--- src/source/fetch_pkg.sv ---
package fetch_pkg;

    // Address and word widths
    localparam int FETCH_ADDR_W = 16;
    localparam int INSTR_W      = 32;

    // Fetch cache entries
    localparam int FC_DEPTH = 4;

    // Fetch queue pointer width, one slot always stays empty
    localparam int FQ_ADDR_W = 3;
    localparam int FQ_DEPTH  = 2 ** FQ_ADDR_W;

    // Byte distance between consecutive instructions
    localparam logic [FETCH_ADDR_W-1:0] PC_STEP = FETCH_ADDR_W'(4);

    typedef enum logic [0:0] {
        ST_LOOKUP    = 1'b0,
        ST_MISS_WAIT = 1'b1
    } fetch_state_e;

    // Queue entry
    typedef struct packed {
        logic [FETCH_ADDR_W-1:0] pc;
        logic [INSTR_W-1:0]      instr;
    } fetch_entry_t;

    // Memory reply, valid is a one-cycle strobe
    typedef struct packed {
        logic               valid;
        logic [INSTR_W-1:0] data;
    } mem_rsp_t;

    // Cache write port
    typedef struct packed {
        logic                    en;
        logic [FETCH_ADDR_W-1:0] key;
        logic [INSTR_W-1:0]      data;
    } cache_push_t;

endpackage

--- src/source/fetch_sequencer.sv ---
`timescale 1ns/1ns

module fetch_sequencer (
    input  logic                                i_redirect,
    input  logic [fetch_pkg::FETCH_ADDR_W-1:0]  i_redirect_pc,

    output logic [fetch_pkg::FETCH_ADDR_W-1:0]  o_find_key,
    input  logic                                i_hit,
    input  logic [fetch_pkg::INSTR_W-1:0]       i_hit_data,

    output fetch_pkg::cache_push_t              o_push,

    output logic                                o_mem_req,
    output logic [fetch_pkg::FETCH_ADDR_W-1:0]  o_mem_addr,
    input  fetch_pkg::mem_rsp_t                 i_mem_rsp,

    output logic                                o_wr,
    output fetch_pkg::fetch_entry_t             o_wr_entry,
    input  logic                                i_full,

    input  logic                                clk,
    input  logic                                rstn
);

    fetch_pkg::fetch_state_e state;

    logic [fetch_pkg::FETCH_ADDR_W-1:0] pc;
    logic [fetch_pkg::FETCH_ADDR_W-1:0] miss_addr;

    // Lookup result may be used this cycle
    logic lookup_ok;
    logic lookup_miss;
    logic rsp_seen;

    assign lookup_ok   = (state == fetch_pkg::ST_LOOKUP) && !i_full && !i_redirect;
    assign lookup_miss = lookup_ok && !i_hit;
    assign rsp_seen    = (state == fetch_pkg::ST_MISS_WAIT) && i_mem_rsp.valid;

    assign o_find_key = pc;

    // Hits go straight into the queue
    assign o_wr             = lookup_ok && i_hit;
    assign o_wr_entry.pc    = pc;
    assign o_wr_entry.instr = i_hit_data;

    // Reply is filed under the address that missed, even after a redirect
    assign o_push.en   = rsp_seen;
    assign o_push.key  = miss_addr;
    assign o_push.data = i_mem_rsp.data;

    assign o_mem_addr = miss_addr;

    always_ff @(posedge clk) begin
        if (!rstn) begin
            state     <= fetch_pkg::ST_LOOKUP;
            pc        <= '0;
            o_mem_req <= 1'b0;
        end else begin
            o_mem_req <= 1'b0;

            if (i_redirect) begin
                pc <= i_redirect_pc;
            end

            case (state)
                fetch_pkg::ST_LOOKUP: begin
                    if (lookup_ok) begin
                        if (i_hit) begin
                            pc <= pc + fetch_pkg::PC_STEP;
                        end else begin
                            // Single outstanding request
                            state     <= fetch_pkg::ST_MISS_WAIT;
                            o_mem_req <= 1'b1;
                        end
                    end
                end

                fetch_pkg::ST_MISS_WAIT: begin
                    // Next lookup at pc hits, unless pc was redirected
                    if (i_mem_rsp.valid) begin
                        state <= fetch_pkg::ST_LOOKUP;
                    end
                end

                default: begin
                    state <= fetch_pkg::ST_LOOKUP;
                end
            endcase
        end
    end

    // Address held stable until the reply
    always_ff @(posedge clk) begin
        if (lookup_miss) begin
            miss_addr <= pc;
        end
    end

endmodule

--- src/source/fetch_cache.sv ---
`timescale 1ns/1ns

module fetch_cache (
    input  fetch_pkg::cache_push_t              i_push,

    input  logic [fetch_pkg::FETCH_ADDR_W-1:0]  i_find_key,
    output logic                                o_hit,
    output logic [fetch_pkg::INSTR_W-1:0]       o_hit_data,

    input  logic                                i_clear,

    input  logic                                clk,
    input  logic                                rstn
);

    logic [fetch_pkg::FC_DEPTH-1:0]     valid;
    logic [fetch_pkg::FETCH_ADDR_W-1:0] keys [fetch_pkg::FC_DEPTH];
    logic [fetch_pkg::INSTR_W-1:0]      data [fetch_pkg::FC_DEPTH];

    // Row i bit j set means entry i was pushed after entry j
    logic [fetch_pkg::FC_DEPTH-1:0] age [fetch_pkg::FC_DEPTH];

    logic [fetch_pkg::FC_DEPTH-1:0] key_match;
    logic [fetch_pkg::FC_DEPTH-1:0] free_sel;
    logic [fetch_pkg::FC_DEPTH-1:0] oldest_sel;
    logic [fetch_pkg::FC_DEPTH-1:0] place;

    // Candidate places for a push
    always_comb begin
        logic free_found;
        logic old_found;

        free_found = 1'b0;
        old_found  = 1'b0;
        key_match  = '0;
        free_sel   = '0;
        oldest_sel = '0;

        for (int i = 0; i < fetch_pkg::FC_DEPTH; i++) begin
            key_match[i] = valid[i] && (keys[i] == i_push.key);

            if (!valid[i] && !free_found) begin
                free_sel[i] = 1'b1;
                free_found  = 1'b1;
            end

            // Only consulted when every entry is valid
            if ((age[i] == '0) && !old_found) begin
                oldest_sel[i] = 1'b1;
                old_found     = 1'b1;
            end
        end
    end

    always_comb begin
        if (!i_push.en) begin
            place = '0;
        end else if (|key_match) begin
            place = key_match;
        end else if (|free_sel) begin
            place = free_sel;
        end else begin
            place = oldest_sel;
        end
    end

    // Single find port, valid entries only
    always_comb begin
        o_hit      = 1'b0;
        o_hit_data = '0;
        for (int i = 0; i < fetch_pkg::FC_DEPTH; i++) begin
            if (valid[i] && (keys[i] == i_find_key)) begin
                o_hit      = 1'b1;
                o_hit_data = data[i];
            end
        end
    end

    always_ff @(posedge clk) begin
        if (!rstn) begin
            valid <= '0;
            for (int i = 0; i < fetch_pkg::FC_DEPTH; i++) begin
                age[i] <= '0;
            end
        end else begin
            // Clear beats a push in the same cycle
            if (i_clear) begin
                valid <= '0;
            end else begin
                valid <= valid | place;
            end

            if (i_push.en) begin
                for (int i = 0; i < fetch_pkg::FC_DEPTH; i++) begin
                    if (place[i]) begin
                        age[i] <= ~place;
                    end else begin
                        age[i] <= age[i] & ~place;
                    end
                end
            end
        end
    end

    always_ff @(posedge clk) begin
        for (int i = 0; i < fetch_pkg::FC_DEPTH; i++) begin
            if (place[i]) begin
                keys[i] <= i_push.key;
                data[i] <= i_push.data;
            end
        end
    end

endmodule

--- src/source/fetch_ring_buf.sv ---
`timescale 1ns/1ns

module fetch_ring_buf (
    input  logic                     i_wr,
    input  fetch_pkg::fetch_entry_t  i_wr_entry,
    output logic                     o_full,

    input  logic                     i_deq,
    output logic                     o_valid,
    output fetch_pkg::fetch_entry_t  o_entry,

    input  logic                     i_flush,

    input  logic                     clk,
    input  logic                     rstn
);

    fetch_pkg::fetch_entry_t mem [fetch_pkg::FQ_DEPTH];

    // Next slot to write and next slot to read
    logic [fetch_pkg::FQ_ADDR_W-1:0] wr_ptr;
    logic [fetch_pkg::FQ_ADDR_W-1:0] rd_ptr;
    logic [fetch_pkg::FQ_ADDR_W-1:0] wr_ptr_nxt;

    logic empty;
    logic do_wr;
    logic do_rd;
    logic bypass;

    assign wr_ptr_nxt = wr_ptr + 1'b1;
    assign empty      = (wr_ptr == rd_ptr);
    assign o_full     = (wr_ptr_nxt == rd_ptr);

    // The sequencer only writes while o_full is low
    assign do_wr  = i_wr && !i_flush;
    assign do_rd  = i_deq && !i_flush && (!empty || i_wr);
    assign bypass = empty && i_wr;

    always_ff @(posedge clk) begin
        if (!rstn) begin
            wr_ptr  <= '0;
            rd_ptr  <= '0;
            o_valid <= 1'b0;
        end else if (i_flush) begin
            wr_ptr  <= '0;
            rd_ptr  <= '0;
            o_valid <= 1'b0;
        end else begin
            o_valid <= do_rd;
            if (do_wr) begin
                wr_ptr <= wr_ptr_nxt;
            end
            if (do_rd) begin
                rd_ptr <= rd_ptr + 1'b1;
            end
        end
    end

    always_ff @(posedge clk) begin
        if (do_wr) begin
            mem[wr_ptr] <= i_wr_entry;
        end
    end

    // Output register, fed straight from the write port when empty
    always_ff @(posedge clk) begin
        if (do_rd) begin
            if (bypass) begin
                o_entry <= i_wr_entry;
            end else begin
                o_entry <= mem[rd_ptr];
            end
        end
    end

endmodule

--- src/source/fetch_top.sv ---
`timescale 1ns/1ns

module fetch_top (
    input  logic                                i_redirect,
    input  logic [fetch_pkg::FETCH_ADDR_W-1:0]  i_redirect_pc,
    input  logic                                i_invalidate,

    output logic                                o_mem_req,
    output logic [fetch_pkg::FETCH_ADDR_W-1:0]  o_mem_addr,
    input  fetch_pkg::mem_rsp_t                 i_mem_rsp,

    input  logic                                i_deq,
    output logic                                o_valid,
    output fetch_pkg::fetch_entry_t             o_entry,

    input  logic                                clk,
    input  logic                                rstn
);

    logic [fetch_pkg::FETCH_ADDR_W-1:0] find_key;
    logic                               hit;
    logic [fetch_pkg::INSTR_W-1:0]      hit_data;
    fetch_pkg::cache_push_t             push;

    logic                               wr;
    fetch_pkg::fetch_entry_t            wr_entry;
    logic                               full;

    fetch_sequencer seq_i (
        .i_redirect    (i_redirect),
        .i_redirect_pc (i_redirect_pc),
        .o_find_key    (find_key),
        .i_hit         (hit),
        .i_hit_data    (hit_data),
        .o_push        (push),
        .o_mem_req     (o_mem_req),
        .o_mem_addr    (o_mem_addr),
        .i_mem_rsp     (i_mem_rsp),
        .o_wr          (wr),
        .o_wr_entry    (wr_entry),
        .i_full        (full),
        .clk           (clk),
        .rstn          (rstn)
    );

    fetch_cache cache_i (
        .i_push     (push),
        .i_find_key (find_key),
        .o_hit      (hit),
        .o_hit_data (hit_data),
        .i_clear    (i_invalidate),
        .clk        (clk),
        .rstn       (rstn)
    );

    // Redirect also flushes the queue
    fetch_ring_buf queue_i (
        .i_wr       (wr),
        .i_wr_entry (wr_entry),
        .o_full     (full),
        .i_deq      (i_deq),
        .o_valid    (o_valid),
        .o_entry    (o_entry),
        .i_flush    (i_redirect),
        .clk        (clk),
        .rstn       (rstn)
    );

endmodule

--- config.mk ---
export PLATFORM = sky130hd
export DESIGN_NAME = fetch_top
export DESIGN_NICKNAME = d
export VERILOG_FILES = /design/src/source/fetch_pkg.sv /design/src/source/fetch_sequencer.sv /design/src/source/fetch_cache.sv /design/src/source/fetch_ring_buf.sv /design/src/source/fetch_top.sv
export SDC_FILE = /design/constraint.sdc
export NUM_CORES = 1
export LEC_CHECK = 0
export BUFFER_PORTS_ARGS = -buffer_cell sky130_fd_sc_hd__buf_2
export CAP_MARGIN = 20
export CORE_ASPECT_RATIO = 0.8
export CORE_MARGIN = 2
export CORE_UTILIZATION = 41
export CTS_BUF_LIST = sky130_fd_sc_hd__clkbuf_2
export CTS_CLUSTER_SIZE = 16
export DETAILED_ROUTE_END_ITERATION = 8
export SLEW_MARGIN = 15
export SYNTH_ARGS = -nofsm -noshare
export SYNTH_HDL_FRONTEND = slang
export SYNTH_SLANG_ARGS = --single-unit
--- constraint.sdc ---
create_clock -name clk -period 9.47 [get_ports clk]
set_clock_uncertainty 0.1 [all_clocks]
set_input_delay 2.841 -clock clk [delete_from_list [all_inputs] [get_ports clk]]
set_output_delay 2.841 -clock clk [all_outputs]
set_load 0.01 [all_outputs]
# Word-level counts from Yosys, hierarchy flattened
# Memory sizes are Yosys's and may differ from the RTL's. A register that Yosys moved wholly into a read port is not among the register bits.
# Index checks and enable logic that the tools add are counted.
# W data, S select, Z words.
[word_totals] in_bits=54 output_inout_bits=66 reg_bits=45 memories=4 word_cells=163 ramBits=592
[memory_table] name="queue_i.mem" depth=8 word_bits=48 rd=1 rd_clocked_by_memory_dff=1 write_ports=1 line="fetch_ring_buf.sv:18" source="fetch_pkg::fetch_entry_t mem [fetch_pkg::FQ_DEPTH];"
[memory_table] name="cache_i.data" depth=4 word_bits=32 rd=4 rd_clocked_by_memory_dff=0 write_ports=4 line="fetch_cache.sv:18" source="logic [fetch_pkg::INSTR_W-1:0] data [fetch_pkg::FC_DEPTH];"
[memory_table] name="cache_i.keys" depth=4 word_bits=16 rd=4 rd_clocked_by_memory_dff=0 write_ports=4 line="fetch_cache.sv:17" source="logic [fetch_pkg::FETCH_ADDR_W-1:0] keys [fetch_pkg::FC_DEPTH];"
[memory_table] name="cache_i.age" depth=4 word_bits=4 rd=4 rd_clocked_by_memory_dff=0 write_ports=4 line="fetch_cache.sv:21" source="logic [fetch_pkg::FC_DEPTH-1:0] age [fetch_pkg::FC_DEPTH];"
[op_classes] reduce_logical=44 bitwise_logic=16 muxes=78 n_eq_ne=10 add_sub_neg=3
[ops] op="$eq A16 B16 Y1" n=8
[ops] op="$mux W32" n=4
[ops] op="$mux W16" n=4
[ops] op="$mux W1" n=58
[ops] op="$mux W4" n=11
[ops] op="$logic_and A1 B1 Y1" n=22
[ops] op="$add A16 B3 Y16 const B" n=1
[ops] op="$and A4 B4 Y4" n=4
[ops] op="$logic_not A4 Y1" n=4
[ops] op="$logic_not A1 Y1" n=12
[ops] op="$or A1 B1 Y1" n=8
[ops] op="$reduce_or A4 Y1" n=2
[ops] op="$add A3 B1 Y3 const B" n=2
[ops] op="$eq A3 B3 Y1" n=2
[ops] op="$reduce_or A2 Y1" n=3
[ops] op="$not A4 Y4" n=1
[ops] op="$or A4 B4 Y4" n=1
[ops] op="$not A1 Y1" n=2
[ops] op="$pmux W1 S2" n=1
[ops] op="$logic_or A1 B1 Y1" n=1

# Depth between registers and ports, before layout
[depth] ltp_word=20 depth_mapped=10 depth_no_buf=8

# Cells and area by module
# A second synthesis with hierarchy kept.
[hier_totals] hier_cells=1652 hier_area_um2=28472.3
[modules_own_cells] module="fetch_ring_buf" n_inst=1 seq_area_each_um2=13112.6 area_each_um2=16688.5 cells_each=766
[modules_own_cells] module="fetch_cache" n_inst=1 seq_area_each_um2=6326.1 area_each_um2=9650.5 cells_each=660
[modules_own_cells] module="fetch_sequencer" n_inst=1 seq_area_each_um2=840.8 area_each_um2=2133.3 cells_each=226

# Worst setup path before layout
# Ideal clock, no wire load.
[synth_path] kind="input to register" start="input i_redirect" end="memory queue_i.mem[0][0] (netlist bit), enable pin" t_required_ns=8.780 path_stages=5 path_slack_ns=-0.070 setup_time_ns=0.590 arrival_ns=8.851 path_buffers=2 path_cell_list="clkbuf_1 > a311o_1 > a31oi_4 > buf_2 > nor4b_1"
[synth_via] elab_chain_len=6
[synth_rtl] item="start: declaration" line="fetch_top.sv:4" source="input logic i_redirect,"
[synth_rtl] item="$logic_not A1 Y1 *" line="fetch_sequencer.sv:35, fetch_ring_buf.sv:35"
[synth_rtl] item="$logic_and A1 B1 Y1" line="fetch_sequencer.sv:35" source="assign lookup_ok = (state == fetch_pkg::ST_LOOKUP) && !i_full && !i_redirect;"
[synth_rtl] item="$logic_and A1 B1 Y1" line="fetch_sequencer.sv:42" source="assign o_wr = lookup_ok && i_hit;"
[synth_rtl] item="$logic_and A1 B1 Y1 *" line="fetch_ring_buf.sv:35" source="assign do_wr = i_wr && !i_flush;"
[synth_rtl] item="$mux W1 *" line="fetch_ring_buf.sv:60" source="if (do_wr) begin"
[synth_rtl] item="$mux W1 (implied by the code) *" line="fetch_ring_buf.sv:61" source="mem[wr_ptr] <= i_wr_entry;"
[synth_rtl] item="end: declaration" line="fetch_ring_buf.sv:18"
# Every way passes the cells marked *; elsewhere a longest branch is shown, timed or not.

# Worst setup path after layout
[layout_path] start="register seq_i.miss_addr (netlist bit seq_i.o_mem_addr[4])" end="output o_mem_addr[4] (netlist bit)"
[layout_lines] item="start: declaration" line="fetch_sequencer.sv:28" source="logic [fetch_pkg::FETCH_ADDR_W-1:0] miss_addr;"
[layout_lines] item="start signal: assignment" line="fetch_sequencer.sv:95" source="miss_addr <= pc;"
[layout_lines] item="end: declaration" line="fetch_top.sv:9" source="output logic [fetch_pkg::FETCH_ADDR_W-1:0] o_mem_addr,"
# No word-level cell between the ends.

==> flow_summary.yaml <==
grt:
  antenna_found_initial: 7
  grt-ovfl-total: 0
  grt_max_degree: 66
  grt_first_pass_wirelength_mm: 99.93
  gr-usage-all-layers: 0.1951
  grt_pass1_vias: 16120
logic_synthesis:
  ys_types: 59
  ys_seq_area_frac: 0.7282
  synthesis.nets: 1695
  mappedNetlistArea_um2: 27850
  synth_ff_type: "edfxtp_1"
  avgSynthCellArea_um2: 17.00
  synth-edff-count: 656
  async_flop_share: 0
  ys_warn_count: 0
  syn_inst: 1638
  ys_seq_elements: 685
placement:
  pre_cts_slack_ps: 3444
  placed_cells: 2620
  dpl.hpwl_mm: 39.19
  io_buffers: 119
  globalplace.congestion: 0.8391
setup_path:
  regToRegStartpoint: "seq_i.o_find_key[2]"
  path_class: "register to primary output"
  cp_cell_sequence: "buf_2"
  crit_path_max_fanout: 9
  start_kind: "register"
  critical_path.max_stage_delay_ps: 790
  slowest_stage: "edfxtp_1"
  r2r_setup_slack_ps: 4450
  cp.depth: 1
  crit_start: "seq_i.o_mem_addr[4]"
  critical_path_buf_inv_count: 1
  arrival_ps: 2370
  cp_top_family: "flip-flops"
  endpoint_kind: "primary output"
  r2r_cells: 8
  crit_required_ps: 6530
finish:
  instances_no_fill: 2908
  drive_gt1_frac: 0.2883
  layout_commonest_cell: "edfxtp_1"
  regArea_um2: 20290
  fin_util: 0.4638
  fillers: 5892
  area_growth_pct: 11.95
  fin_nets: 1934
  final_cell_mix: "edfxtp_1, clkbuf_2, nand2_1"
  multiInputGateArea_um2: 7288
timing:
  hold-worst-slack_ps: 466.6
  fin_tns_setup_ps: 0
  slew_violations: 0
  grt_setup_unrepaired: "no"
  setup_viol: 0
  timing.final.hold_violations: 0
  period_share: 0.5604
  setup_slack_ps: 4163
  period_minus_slack_ps: 5307
  slew_headroom: 0.2414
  tightest_slew_ps: 1129
  timing.fmax_mhz: 188.4
power:
  cellPowerDensity_nw_per_um2: 174.9
  ir_worst_vdd_v: 0.00009207
  leakage_nw: 10.31
clock_network:
  htreeDepth: 4
  cts_made_buffers: 168
  clock-sinks: 685
  clk_path_buf_depth: 3
  clockRootBuffer: "clkbuf_2"
  post_cts_resized: 0
  cts_tree: "done"
  clock_latency_ps: 1350
  cts_hold_buf: 0
  cts_setup_buffers: 0
  clk_pin_slew_ps: 100
floorplanning:
  die_x_um: 295.4
  dieArea_um2: 70040
  rows: 85
  initial_utilization: 0.4143
  ioPinCount: 120
  core-area_um2: 67210
  dieHeight_um: 237.1
drt:
  drtAntennaViolNets: 0
  wl_per_cell_um: 23.17
  vias: 15680
  drc: 0
  via_per_inst: 5.393
  dr.first_iter.drc_count: 1404
  drt_wl_total_mm: 67.37
  drt_pass1_iterations: 6
hold_path:
  hold_path_class: "register to register"
  worst_hold_startpoint: "seq_i.o_find_key[7]"
  holdPathStages: 0
job:
  maxCapViolations: 0
outcome:
  status: "finished clean"
[through the flow]
| step | area, um^2 | power, mW |
|---|---|---|
| 2_1_floorplan | 27850 | 3.493 |
| 3_3_place_gp | 29650 | 3.566 |
| 3_5_place_dp | 29650 | 3.570 |
| 4_1_cts | 31170 | 5.524 |
| 5_1_grt | 31170 | 5.691 |
| 6_report | 31180 | 5.453 |
[report_power, final]
part	leakage, nW	internal [mW]	switching [mW]
clock	1.13	0.779	1.17
combinational	3.21	0.0512	0.0897
sequential	5.98	3.32	0.0429
total	10.3	4.15	1.30
[metal layers]
layer | GRT usage | wire, um
met1 | 0.2787 | 30390
met2 | 0.2944 | 30840
met3 | 0.04158 | 4663
met4 | 0.07353 | 1433
met5 | 0 | 46
[cell type report]
cell class / instances / share of cell area
clock inverters: 50 / 0.01092
clock buffers: 234 / 0.03756
repair buffers: 160 / 0.02898
flip-flops and latches: 685 / 0.6507
well taps: 913 / 0.03664
multi-input cells: 853 / 0.2338
diodes: 4 / 0.0003211
inverters: 9 / 0.001084
[path summary, 6_finish.rpt]
| kind | to |
|---|---|
| setup / recovery | o_mem_addr[4] |
| hold / removal | queue_i.mem[3][39] |
| setup reg to reg | queue_i.mem[6][22] |
| hold reg to reg | queue_i.mem[3][39] |
[worst reg2reg max path, cell delays in order (launching register included)]
cell and delay (ps):
dfxtp_1 1050, xor2_1 180, or3_1 340, nor4_1 740, o2bb2a_4 410, a31oi_4 530
nand2_1 300, nor3b_2 250, buf_4 640
[cell usage after synthesis (2+ instances only)]
cell,instances,area (um^2)
edfxtp_1,656,19700
nand2_1,141,529.3
mux4_2,96,2162
xor2_1,83,727.0
nor2_1,70,262.8
clkbuf_1,66,247.7
a21oi_1,65,325.3
xnor2_1,51,446.7
nand3_1,49,245.2
a221oi_1,35,306.5
mux2_4,30,450.4
dfxtp_1,29,580.6
nor4_1,24,150.1
mux2i_1,21,210.2
o21ai_0,19,95.09
nor3_1,18,90.09
o21a_1,16,120.1
nand4_1,15,93.84
and3_1,14,87.58
buf_1,13,48.80
a31oi_1,11,68.82
and2_1,10,62.56
or4_1,9,67.56
inv_1,8,30.03
nor2b_1,8,50.05
buf_2,7,35.03
a211oi_1,5,37.54
and4_1,5,43.79
buf_6,5,56.30
nor3b_1,5,37.54
or3_1,5,31.28
or2_2,4,25.02
a21o_1,3,22.52
ha_1,3,37.54
mux2_2,3,33.78
nand2b_1,3,18.77
nand3b_1,3,22.52
nor4bb_1,3,30.03
o31ai_1,3,22.52
a311oi_1,2,17.52
nor4b_1,2,17.52
o22ai_1,2,12.51
or4b_1,2,20.02
[cell families after synthesis]
group | after synthesis | synth area share
muxes | 150 | 0.1026
and+or+nand+nor | 395 | 0.06955
xor gates and xnor gates | 134 | 0.04214
adders and majority gates | 3 | 0.001348
DFF | 685 | 0.7282
buffers and inverters | 100 | 0.01514
AOI/OAI and AO/OA | 171 | 0.04102
[registers in the layout (all words and copies together), names as in the netlist, 4 cells and up]
register and cells:
queue_i.mem 384, cache_i.data 128, cache_i.keys 64, queue_i.o_entry 48
cache_i.age 16, seq_i.o_find_key 16, seq_i.o_mem_addr 16, cache_i.valid 4
(Power assumes the default switching activity.)
